==> src/verilog/cache_consts.svh <==
`ifndef CACHE_CONSTS_SVH
`define CACHE_CONSTS_SVH

// word and processor address
`define CACHE_WORD_W       32
`define CACHE_ADDR_W       30

// address split: tag | index | word offset
`define CACHE_TAG_W        25
`define CACHE_INDEX_W      3
`define CACHE_OFFSET_W     2

// direct mapped, 8 lines
`define CACHE_LINES        8

// one block is 4 words
`define CACHE_BLOCK_W      128
`define CACHE_BLOCK_ADDR_W 28

`endif

==> src/verilog/cache_pkg.sv <==
`default_nettype none

`include "cache_consts.svh"

package cache_pkg;

    // processor request as held by the core
    typedef struct packed {
        logic                     read;
        logic                     write;
        logic [`CACHE_ADDR_W-1:0] addr;
        logic [`CACHE_WORD_W-1:0] wdata;
    } proc_req_t;

    // one cache line
    typedef struct packed {
        logic                      valid;
        logic                      dirty;
        logic [`CACHE_TAG_W-1:0]   tag;
        logic [`CACHE_BLOCK_W-1:0] data;
    } line_t;

    // what the array does with the indexed line at the next edge
    typedef enum logic [1:0] {
        op_none,
        op_write_word,
        op_fill_clean,
        op_fill_merge
    } line_op_e;

    typedef enum logic [1:0] {
        st_lookup,
        st_wait_mem,
        st_fill
    } ctrl_state_e;

endpackage

`default_nettype wire

==> src/verilog/mem_pkg.sv <==
`default_nettype none

`include "cache_consts.svh"

package mem_pkg;

    typedef struct packed {
        logic                           read;
        logic                           write;
        logic [`CACHE_BLOCK_ADDR_W-1:0] addr;
        logic [`CACHE_BLOCK_W-1:0]      wdata;
    } mem_req_t;

    typedef struct packed {
        logic                      ready;
        logic [`CACHE_BLOCK_W-1:0] rdata;
    } mem_rsp_t;

    // handed over with start; write-back runs before refill
    typedef struct packed {
        logic                           writeback;
        logic [`CACHE_BLOCK_ADDR_W-1:0] victim_addr;
        logic [`CACHE_BLOCK_W-1:0]      victim_data;
        logic [`CACHE_BLOCK_ADDR_W-1:0] refill_addr;
    } mem_job_t;

    typedef enum logic [1:0] {
        ms_idle,
        ms_writeback,
        ms_refill
    } mem_state_e;

endpackage

`default_nettype wire

==> src/verilog/cache.sv <==
`timescale 1ns/10ps
`default_nettype none

`include "cache_consts.svh"

module cache (
    input  logic                           clk,
    input  logic                           proc_reset,
    input  logic                           proc_read,
    input  logic                           proc_write,
    input  logic [`CACHE_ADDR_W-1:0]       proc_addr,
    input  logic [`CACHE_WORD_W-1:0]       proc_wdata,
    output logic [`CACHE_WORD_W-1:0]       proc_rdata,
    output logic                           proc_stall,
    output logic                           mem_read,
    output logic                           mem_write,
    output logic [`CACHE_BLOCK_ADDR_W-1:0] mem_addr,
    output logic [`CACHE_BLOCK_W-1:0]      mem_wdata,
    input  logic [`CACHE_BLOCK_W-1:0]      mem_rdata,
    input  logic                           mem_ready
);

    cache_pkg::proc_req_t      proc_req;
    cache_pkg::line_t          line;
    cache_pkg::line_op_e       op;
    mem_pkg::mem_req_t         mem_req;
    mem_pkg::mem_rsp_t         mem_rsp;
    mem_pkg::mem_job_t         job;
    logic [`CACHE_WORD_W-1:0]  rword;
    logic [`CACHE_BLOCK_W-1:0] refill_data;
    logic                      start;
    logic                      done;

    assign proc_req = '{read: proc_read, write: proc_write, addr: proc_addr, wdata: proc_wdata};
    assign mem_rsp  = '{ready: mem_ready, rdata: mem_rdata};

    assign mem_read  = mem_req.read;
    assign mem_write = mem_req.write;
    assign mem_addr  = mem_req.addr;
    assign mem_wdata = mem_req.wdata;

    cache_array i_array (
        .clk        (clk),
        .proc_reset (proc_reset),
        .index      (proc_addr[`CACHE_OFFSET_W +: `CACHE_INDEX_W]),
        .offset     (proc_addr[`CACHE_OFFSET_W-1:0]),
        .op         (op),
        .tag        (proc_addr[`CACHE_ADDR_W-1 -: `CACHE_TAG_W]),
        .wdata      (proc_wdata),
        .fill_data  (refill_data),
        .line       (line),
        .rword      (rword)
    );

    cache_ctrl i_ctrl (
        .clk         (clk),
        .proc_reset  (proc_reset),
        .req         (proc_req),
        .line        (line),
        .rword       (rword),
        .done        (done),
        .refill_data (refill_data),
        .stall       (proc_stall),
        .rdata       (proc_rdata),
        .op          (op),
        .start       (start),
        .job         (job)
    );

    mem_port i_mem_port (
        .clk         (clk),
        .proc_reset  (proc_reset),
        .start       (start),
        .job         (job),
        .rsp         (mem_rsp),
        .req         (mem_req),
        .done        (done),
        .refill_data (refill_data)
    );

endmodule

`default_nettype wire

==> src/verilog/cache_array.sv <==
`timescale 1ns/10ps
`default_nettype none

`include "cache_consts.svh"

module cache_array (
    input  logic                        clk,
    input  logic                        proc_reset,
    input  logic [`CACHE_INDEX_W-1:0]   index,
    input  logic [`CACHE_OFFSET_W-1:0]  offset,
    input  cache_pkg::line_op_e         op,
    input  logic [`CACHE_TAG_W-1:0]     tag,
    input  logic [`CACHE_WORD_W-1:0]    wdata,
    input  logic [`CACHE_BLOCK_W-1:0]   fill_data,
    output cache_pkg::line_t            line,
    output logic [`CACHE_WORD_W-1:0]    rword
);

    logic [`CACHE_LINES-1:0]   valid_q;
    logic [`CACHE_LINES-1:0]   dirty_q;
    logic [`CACHE_TAG_W-1:0]   tag_q  [`CACHE_LINES];
    logic [`CACHE_BLOCK_W-1:0] data_q [`CACHE_LINES];
    logic [`CACHE_BLOCK_W-1:0] cur_data;
    logic [`CACHE_BLOCK_W-1:0] new_data;

    // replace one word of a block
    function automatic logic [`CACHE_BLOCK_W-1:0] put_word(
        input logic [`CACHE_BLOCK_W-1:0]  blk,
        input logic [`CACHE_OFFSET_W-1:0] off,
        input logic [`CACHE_WORD_W-1:0]   w
    );
        logic [`CACHE_BLOCK_W-1:0] res;
        res = blk;
        res[off*`CACHE_WORD_W +: `CACHE_WORD_W] = w;
        return res;
    endfunction

    assign cur_data = data_q[index];
    assign rword    = cur_data[offset*`CACHE_WORD_W +: `CACHE_WORD_W];
    assign line     = '{valid: valid_q[index], dirty: dirty_q[index],
                        tag: tag_q[index], data: cur_data};

    always_comb begin
        case (op)
            cache_pkg::op_write_word: new_data = put_word(cur_data, offset, wdata);
            cache_pkg::op_fill_clean: new_data = fill_data;
            cache_pkg::op_fill_merge: new_data = put_word(fill_data, offset, wdata);
            default:                  new_data = cur_data;
        endcase
    end

    always_ff @(posedge clk or posedge proc_reset) begin
        if (proc_reset) begin
            valid_q <= '0;
            dirty_q <= '0;
        end else begin
            case (op)
                cache_pkg::op_write_word: begin
                    dirty_q[index] <= 1'b1;
                end
                cache_pkg::op_fill_clean: begin
                    valid_q[index] <= 1'b1;
                    dirty_q[index] <= 1'b0;
                end
                cache_pkg::op_fill_merge: begin
                    valid_q[index] <= 1'b1;
                    dirty_q[index] <= 1'b1;
                end
                default: begin
                end
            endcase
        end
    end

    always_ff @(posedge clk) begin
        if (op != cache_pkg::op_none) begin
            data_q[index] <= new_data;
            // tag only changes on a fill
            if (op != cache_pkg::op_write_word) begin
                tag_q[index] <= tag;
            end
        end
    end

endmodule

`default_nettype wire

==> src/verilog/cache_ctrl.sv <==
`timescale 1ns/10ps
`default_nettype none

`include "cache_consts.svh"

module cache_ctrl (
    input  logic                      clk,
    input  logic                      proc_reset,
    input  cache_pkg::proc_req_t      req,
    input  cache_pkg::line_t          line,
    input  logic [`CACHE_WORD_W-1:0]  rword,
    input  logic                      done,
    input  logic [`CACHE_BLOCK_W-1:0] refill_data,
    output logic                      stall,
    output logic [`CACHE_WORD_W-1:0]  rdata,
    output cache_pkg::line_op_e       op,
    output logic                      start,
    output mem_pkg::mem_job_t         job
);

    cache_pkg::ctrl_state_e         state_q;
    cache_pkg::ctrl_state_e         state_d;
    logic [`CACHE_TAG_W-1:0]        req_tag;
    logic [`CACHE_INDEX_W-1:0]      req_index;
    logic [`CACHE_OFFSET_W-1:0]     req_offset;
    logic [`CACHE_BLOCK_ADDR_W-1:0] victim_addr;
    logic                           access;
    logic                           hit;

    assign req_tag    = req.addr[`CACHE_ADDR_W-1 -: `CACHE_TAG_W];
    assign req_index  = req.addr[`CACHE_OFFSET_W +: `CACHE_INDEX_W];
    assign req_offset = req.addr[`CACHE_OFFSET_W-1:0];

    assign access = req.read | req.write;
    assign hit    = line.valid && (line.tag == req_tag);

    // victim sits at the same index, under its own tag
    assign victim_addr = {line.tag, req_index};

    assign job = '{
        writeback:   line.valid & line.dirty,
        victim_addr: victim_addr,
        victim_data: line.data,
        refill_addr: req.addr[`CACHE_ADDR_W-1:`CACHE_OFFSET_W]
    };

    // during the fill the array still shows the old line
    assign rdata = (state_q == cache_pkg::st_fill) ?
                   refill_data[req_offset*`CACHE_WORD_W +: `CACHE_WORD_W] : rword;

    always_comb begin
        state_d = state_q;
        stall   = 1'b0;
        start   = 1'b0;
        op      = cache_pkg::op_none;
        case (state_q)
            cache_pkg::st_lookup: begin
                if (access) begin
                    if (hit) begin
                        if (req.write) begin
                            op = cache_pkg::op_write_word;
                        end
                    end else begin
                        stall   = 1'b1;
                        start   = 1'b1;
                        state_d = cache_pkg::st_wait_mem;
                    end
                end
            end
            cache_pkg::st_wait_mem: begin
                stall = access;
                if (done) begin
                    state_d = cache_pkg::st_fill;
                end
            end
            cache_pkg::st_fill: begin
                // access repeats as a hit next cycle
                stall   = access;
                op      = req.write ? cache_pkg::op_fill_merge : cache_pkg::op_fill_clean;
                state_d = cache_pkg::st_lookup;
            end
            default: begin
                state_d = cache_pkg::st_lookup;
            end
        endcase
    end

    always_ff @(posedge clk or posedge proc_reset) begin
        if (proc_reset) begin
            state_q <= cache_pkg::st_lookup;
        end else begin
            state_q <= state_d;
        end
    end

endmodule

`default_nettype wire

==> src/verilog/mem_port.sv <==
`timescale 1ns/10ps
`default_nettype none

`include "cache_consts.svh"

module mem_port (
    input  logic                      clk,
    input  logic                      proc_reset,
    input  logic                      start,
    input  mem_pkg::mem_job_t         job,
    input  mem_pkg::mem_rsp_t         rsp,
    output mem_pkg::mem_req_t         req,
    output logic                      done,
    output logic [`CACHE_BLOCK_W-1:0] refill_data
);

    mem_pkg::mem_state_e            state_q;
    logic                           read_q;
    logic                           write_q;
    logic                           done_q;
    logic [`CACHE_BLOCK_ADDR_W-1:0] addr_q;
    logic [`CACHE_BLOCK_ADDR_W-1:0] refill_addr_q;
    logic [`CACHE_BLOCK_W-1:0]      wdata_q;
    logic [`CACHE_BLOCK_W-1:0]      refill_q;
    logic                           take_job;
    logic                           wb_end;
    logic                           refill_end;

    assign take_job   = (state_q == mem_pkg::ms_idle) && start;
    assign wb_end     = (state_q == mem_pkg::ms_writeback) && rsp.ready;
    assign refill_end = (state_q == mem_pkg::ms_refill) && rsp.ready;

    assign req         = '{read: read_q, write: write_q, addr: addr_q, wdata: wdata_q};
    assign done        = done_q;
    assign refill_data = refill_q;

    always_ff @(posedge clk or posedge proc_reset) begin
        if (proc_reset) begin
            state_q <= mem_pkg::ms_idle;
            read_q  <= 1'b0;
            write_q <= 1'b0;
            done_q  <= 1'b0;
        end else begin
            done_q <= 1'b0;
            if (take_job) begin
                if (job.writeback) begin
                    write_q <= 1'b1;
                    state_q <= mem_pkg::ms_writeback;
                end else begin
                    read_q  <= 1'b1;
                    state_q <= mem_pkg::ms_refill;
                end
            end else if (wb_end) begin
                // refill goes out right behind the write-back
                write_q <= 1'b0;
                read_q  <= 1'b1;
                state_q <= mem_pkg::ms_refill;
            end else if (refill_end) begin
                read_q  <= 1'b0;
                done_q  <= 1'b1;
                state_q <= mem_pkg::ms_idle;
            end
        end
    end

    always_ff @(posedge clk) begin
        if (take_job) begin
            addr_q        <= job.writeback ? job.victim_addr : job.refill_addr;
            wdata_q       <= job.victim_data;
            refill_addr_q <= job.refill_addr;
        end else if (wb_end) begin
            addr_q <= refill_addr_q;
        end else if (refill_end) begin
            refill_q <= rsp.rdata;
        end
    end

endmodule

`default_nettype wire
==> config.mk <==
export PLATFORM = sky130hd
export DESIGN_NAME = cache
export DESIGN_NICKNAME = d
export VERILOG_FILES = /design/src/verilog/cache_pkg.sv /design/src/verilog/mem_pkg.sv /design/src/verilog/cache.sv /design/src/verilog/cache_array.sv /design/src/verilog/cache_ctrl.sv /design/src/verilog/mem_port.sv
export VERILOG_INCLUDE_DIRS = /design/src /design/src/verilog
export SDC_FILE = /design/constraint.sdc
export NUM_CORES = 2
export LEC_CHECK = 0
export BUFFER_PORTS_ARGS = -buffer_cell sky130_fd_sc_hd__buf_2
export CAP_MARGIN = 20
export CELL_PAD_IN_SITES_DETAIL_PLACEMENT = 1
export CELL_PAD_IN_SITES_GLOBAL_PLACEMENT = 1
export CORE_MARGIN = 10
export CORE_UTILIZATION = 48
export CTS_CLUSTER_SIZE = 14
export DETAILED_ROUTE_END_ITERATION = 16
export HOLD_SLACK_MARGIN = 0.08
export PLACE_DENSITY_LB_ADDON = 0.1
export SLEW_MARGIN = 5
export SYNTH_ARGS = -nofsm -noshare
export SYNTH_HDL_FRONTEND = slang
export SYNTH_HIERARCHICAL = 1
export SYNTH_SLANG_ARGS = --single-unit
==> constraint.sdc <==
create_clock -name clk -period 12.85 [get_ports clk]
set_clock_uncertainty 0.2 [all_clocks]
set_input_delay 3.855 -clock clk [delete_from_list [all_inputs] [get_ports clk]]
set_output_delay 3.855 -clock clk [all_outputs]
set_load 0.005 [all_outputs]
Word-level counts from Yosys, hierarchy flattened
Memory sizes are Yosys's and may differ from the RTL's.
Index checks and enable logic that the tools add are counted.
- register bits after elaboration: 335
- bits in latches: 0
- memory bits (writable): 1224
- bits in read-only memories: 0
- bits of input ports: 195
- memories: 2
- add/subtract/negate cells: 1
- multipliers: 0
- div/mod/pow operators: 0
- $lt $le $gt $ge: 2
- equality and inequality tests: 14
- shift operators: 4
- muxes and demuxes: 46
- bitwise operators: 8
- reduce and logical (&&, ||, !) cells: 18
- memory list (memory ; words ; width ; read ports ; clocked after memory_dff ; write ports ; line ; source):
    i_array.data_q ; 8 ; 128 ; 1 ; 0 ; 1 ; cache_array.sv:22 ; logic [`CACHE_BLOCK_W-1:0] data_q [`CACHE_LINES];
    i_array.tag_q ; 8 ; 25 ; 1 ; 0 ; 1 ; cache_array.sv:21 ; logic [`CACHE_TAG_W-1:0] tag_q [`CACHE_LINES];
- operators with widths (operator ; count):
    $pmux 128 s3 ; 1
    $bwmux 128 ; 2
    $shiftx 128x8->32 ; 2
    $shift 32x34->128 const A ; 1
    $shiftx 32x34->128 ; 1
    $mux 28 ; 3
    $neg 7->34 ; 1
    $mux 32 ; 1
    $eq 25x25->1 ; 1
    $mux 1 ; 23
    $mux 2 ; 9
    $or 8x8->8 ; 2
    $pmux 8 s2 ; 1
    $and 8x8->8 ; 1
    $eq 2x2->1 const B ; 4
    $ne 2x1->1 const B ; 4
    $not 8->8 ; 1
    $pmux 2 s2 ; 2
    $bmux 1 s3 ; 2
    $eq 2x1->1 const B ; 3
    $reduce_and 3->1 ; 2
    $reduce_bool 2->1 ; 3
    $reduce_or 2->1 ; 3
    $logic_and 1x1->1 ; 5
    11 further kinds ; 15

Logic depth before layout (Yosys ltp)
- depth after elaboration: 10
- gate-level depth with buffers: 22
- gate-level depth less buffers: 13

Cells and area by module
The synthesis kept the hierarchy.
- modules (own cells, without submodules) (module ; times used ; cells an instance ; area each (µm²) ; seq. area each (µm²)):
    cache_array ; 1 ; 2666 ; 50933.8 ; 37155.6
    mem_port ; 1 ; 434 ; 10253.6 ; 9494.1
    cache_ctrl ; 1 ; 322 ; 3205.6 ; 50.0

Least setup slack after synthesis
No wires, ideal clock.
- path type: input-to-reg
- start: input port proc_addr[3]
- end: memory i_array/data_q[0][0] in the netlist's numbering (enable)
- library setup time: 772 ps
- arrival time: 15720 ps
- slack: -3841 ps
- stages on the path: 18
- cells stage by stage: buf_2 buf_6 buf_4 buf_4 buf_2 mux2_2 nand2_1 o221ai_1 xnor2_1 nand4_1 nor4_1 nand4_1 o21ai_0 buf_2 clkbuf_1 clkbuf_1 nor2_1 nor3_1
- RTL lines (element ; line ; source):
    start, declared ; cache.sv:11 ; input logic [`CACHE_ADDR_W-1:0] proc_addr,
    end, declared ; cache_array.sv:22 ;

==> metrics.csv <==
metric,value,unit
outcome,finished clean,
initial drt markers,4895,
total number of vias,36000,
hpwl dp,126000,um
top layer in use,met5,
Die X,386,um
Final GP Congestion,0.839,
synth cell count leaders,"edfxtp_1 (1,536), mux4_2 (302), buf_4 (189)",
Least-Margin Pin Slew,1.18,ns
Synth Register Bits,1559,
Synthesis Warnings,6,
largest net degree at the start of global routing,129,
input/output buffers,385,
share of layout cells above drive strength 1,32.8,%
DRC viols,0,
Final Hold Vio Count,0,
cts repair resizes,0,
Worst Hold Class,reg -> reg,
commonest register cell after synthesis,edfxtp_1,
initial antenna violation count,25,
Initial Util,48.3,%
first-pass GRT wire length,285000,um
critical path startpoint category,input pin,
Total Nets Final,3880,
TNS Setup,0,ns
Post-synth EDFFs,1536,
leakage,0.0240,uW
wire length on met1,81900,um
clk_lat worst skew,0.79,ns
CTS tree,done,
WP data arrival,7.32,ns
clk buf depth,3,
hold-fix buffers at CTS,0,
htree depth,4,
Ports,386,
Syn Inst Count,3422,
core area,133000,um^2
Via density,6.45,
crit path max fanout,65,
"Avg Cell Area, Syn",18.8,um^2
pins over their slew limit,0,
Congestion Overflow GR,0,
critical path endpoint category,output pin,
max-cap check violation count,0,
detailed-route wire length,204000,um
Seq. cell area,46700,um^2
CTS sink cnt,1559,
WP buf/inv,3,
worst vdd ir,0.173,mV
Post-synth ARST share,1.48,%
Yosys cell types,54,
Final ANT Viol Nets,0,
RSZ-0062 raised after global routing,no,
Final setup viols,0,
cell with the most instances after synthesis,edfxtp_1,
Worst path top cell family by delay,simple AND/OR/NAND/NOR gates,
syn_nets,3628,
area occupied by multi-input gates,15300,um^2
drt wl/cell,36.5,um
DIE AREA,149000,um^2
final core utilization,54.3,%
DR WL met3,20600,um
cell taking the most area after synthesis,edfxtp_1,
Final min period,11.37,ns
first-pass iteration count of the detailed router,6,
critical path class,in -> out,
"Data required, critical path",8.80,ns
synth top area cells,"edfxtp_1 (72%), mux4_2 (11%), mux2_2 (2.5%)",
Area growth syn-to-layout,12.4,%
cell area after synthesis,64400,um^2
CTS root buffer,clkbuf_16,
Rel. slew slack,20.8,%
vias in the first global route,36400,
Power Density,195,nW/um^2
CTS buffer count,166,
gr usage total,27.0,%
CP cell instances,"buf_6, inv_6, nor2_1, a22oi_1, o221ai_1, xor2_1, nor4_1, nand4_1, a22o_1, buf_2",
sequential fraction of the synthesis area,72.5,%
final worst path period share,88.5,%
Slowest cell on crit path,nor2_1,
Core Rows,134,
# fillers,11800,
Yosys top cell area share,71.6,%
largest stage delay on the critical path,0.56,ns
f_max,87.9,MHz
setup bufs post-CTS,0,
DR WL met2,94000,um
Chip Height,386,um
"CTS clk-pin slew, worst paths",0.06,ns
## cells in the final DEF (no fill, tap or decap), types with 13 or more instances in the layout
cell,Yosys,routed
xnor2_1,13,13
mux4_2,302,302
nor3_1,39,34
buf_4,189,64
a32oi_1,60,60
nand2_1,165,160
clkbuf_1,100,33
clkinv_1,2,42
bufinv_16,0,13
o22ai_1,75,75
mux2i_1,43,43
o21ai_0,22,19
inv_1,48,47
nor2_1,140,128
mux2_4,41,41
clkinv_2,0,24
nand2b_1,26,26
dfrtp_1,23,23
clkbuf_16,0,169
a22oi_1,18,18
edfxtp_1,1536,1536
a222oi_1,22,22
a311oi_1,31,30
a21oi_1,76,72
mux2_2,144,144
buf_2,69,389
a221oi_1,83,83
## report_power, final
part / internal (uW) / switching [uW]
clock network: 2680 / 1950
logic: 764 / 1820
registers: 6640 / 268
total: 10100 / 4040
## cell type report
class | instances | share of cell area (%)
Tap cell | 1768 | 3.06
Timing Repair Buffer | 475 | 3.85
Inverter | 51 | 0.271
Clock inverter | 94 | 1.14
Clock buffer | 204 | 6.05
Multi-Input combinational cell | 1421 | 21.1
Sequential cell | 1559 | 64.5
Antenna cell | 10 | 0.0346
## through the flow
| step | hold WS [ns] | setup WS (ns) | area, um^2 | total power [uW] | std cells |
|---|---|---|---|---|---|
| 2_1_floorplan | 0.233 | -3.84 | 64400 | 8380 | 3422 |
| 4_1_cts | 0.265 | 1.47 | 72300 | 14200 | 5559 |
| 3_5_place_dp | 0.251 | 1.51 | 67000 | 9550 | 5261 |
| 6_report | 0.263 | 1.48 | 72400 | 14100 | 5582 |
| 3_3_place_gp | 0.245 | 1.50 | 67000 | 9420 | 5259 |
| 5_1_grt | 0.280 | 1.24 | 72400 | 14600 | 5575 |
## worst register-to-register path, cell delays in order (launching register included)
cell and delay, ns:
edfxtp_1 0.36, mux4_2 0.45, nor2_1 0.10, nor2_1 0.06, a311o_1 0.32, xnor2_1 0.19
nand4_1 0.12, nor4_1 0.28, nand4_1 0.48, o21ai_4 0.81, or2_2 0.29, buf_4 0.60
nand2_1 0.43, nor2_4 0.56, buf_12 0.53
## logic make-up (layout without fill, tap and decap cells)
| logic type | Yosys count | after routing | share of synthesized area, % |
|---|---|---|---|
| XOR/XNOR | 25 | 25 | 0.340 |
| buffers and inverters | 442 | 824 | 4.09 |
| AO/OA/AOI/OAI | 438 | 438 | 5.22 |
| adder cells (fa/ha/maj) | 11 | 11 | 0.214 |
| multiplexers | 532 | 532 | 14.8 |
| AND/OR/NAND/NOR | 415 | 415 | 2.82 |
| flip-flops | 1559 | 1559 | 72.5 |
| other | 0 | 10 | 0 |
## sequential cells by signal, summed over array words and instances (netlist names), named ones only
register	flops
i_array/data_q	1024
i_array/tag_q	200
i_array/valid_q	8
i_ctrl/state_q	2
i_mem_port/addr_q	28
i_mem_port/done	1
i_mem_port/read_q	1
i_mem_port/refill_addr_q	28
i_mem_port/refill_data	128
i_mem_port/state_q	2
i_mem_port/wdata_q	128
i_mem_port/write_q	1
## layer usage
metal / GRT usage (%) / up-vias
met2: 40.8 / 2033
li1: - / 14400
met5: 0 / -
met4: 9.41 / 16
met1: 38.6 / 19200
met3: 6.12 / 338
## worst paths after layout
kind,startpoint,endpoint,slack (ns),cells past startpoint
worst max-delay path,proc_addr[2],proc_stall,1.48,10
worst min register to register,i_array/valid_q[7],i_array/valid_q[7],0.26,1
max in group asynchronous,proc_reset,asynchronous set/reset pin,8.99,2
worst max register to register,i_array/tag_q[0][20],i_array/data_q[5][24],6.59,14
worst min-delay path,i_array/valid_q[7],i_array/valid_q[7],0.26,1
min in group asynchronous,proc_reset,i_ctrl/state_q[1],2.82,2
Power figures use the tool's default switching activity.
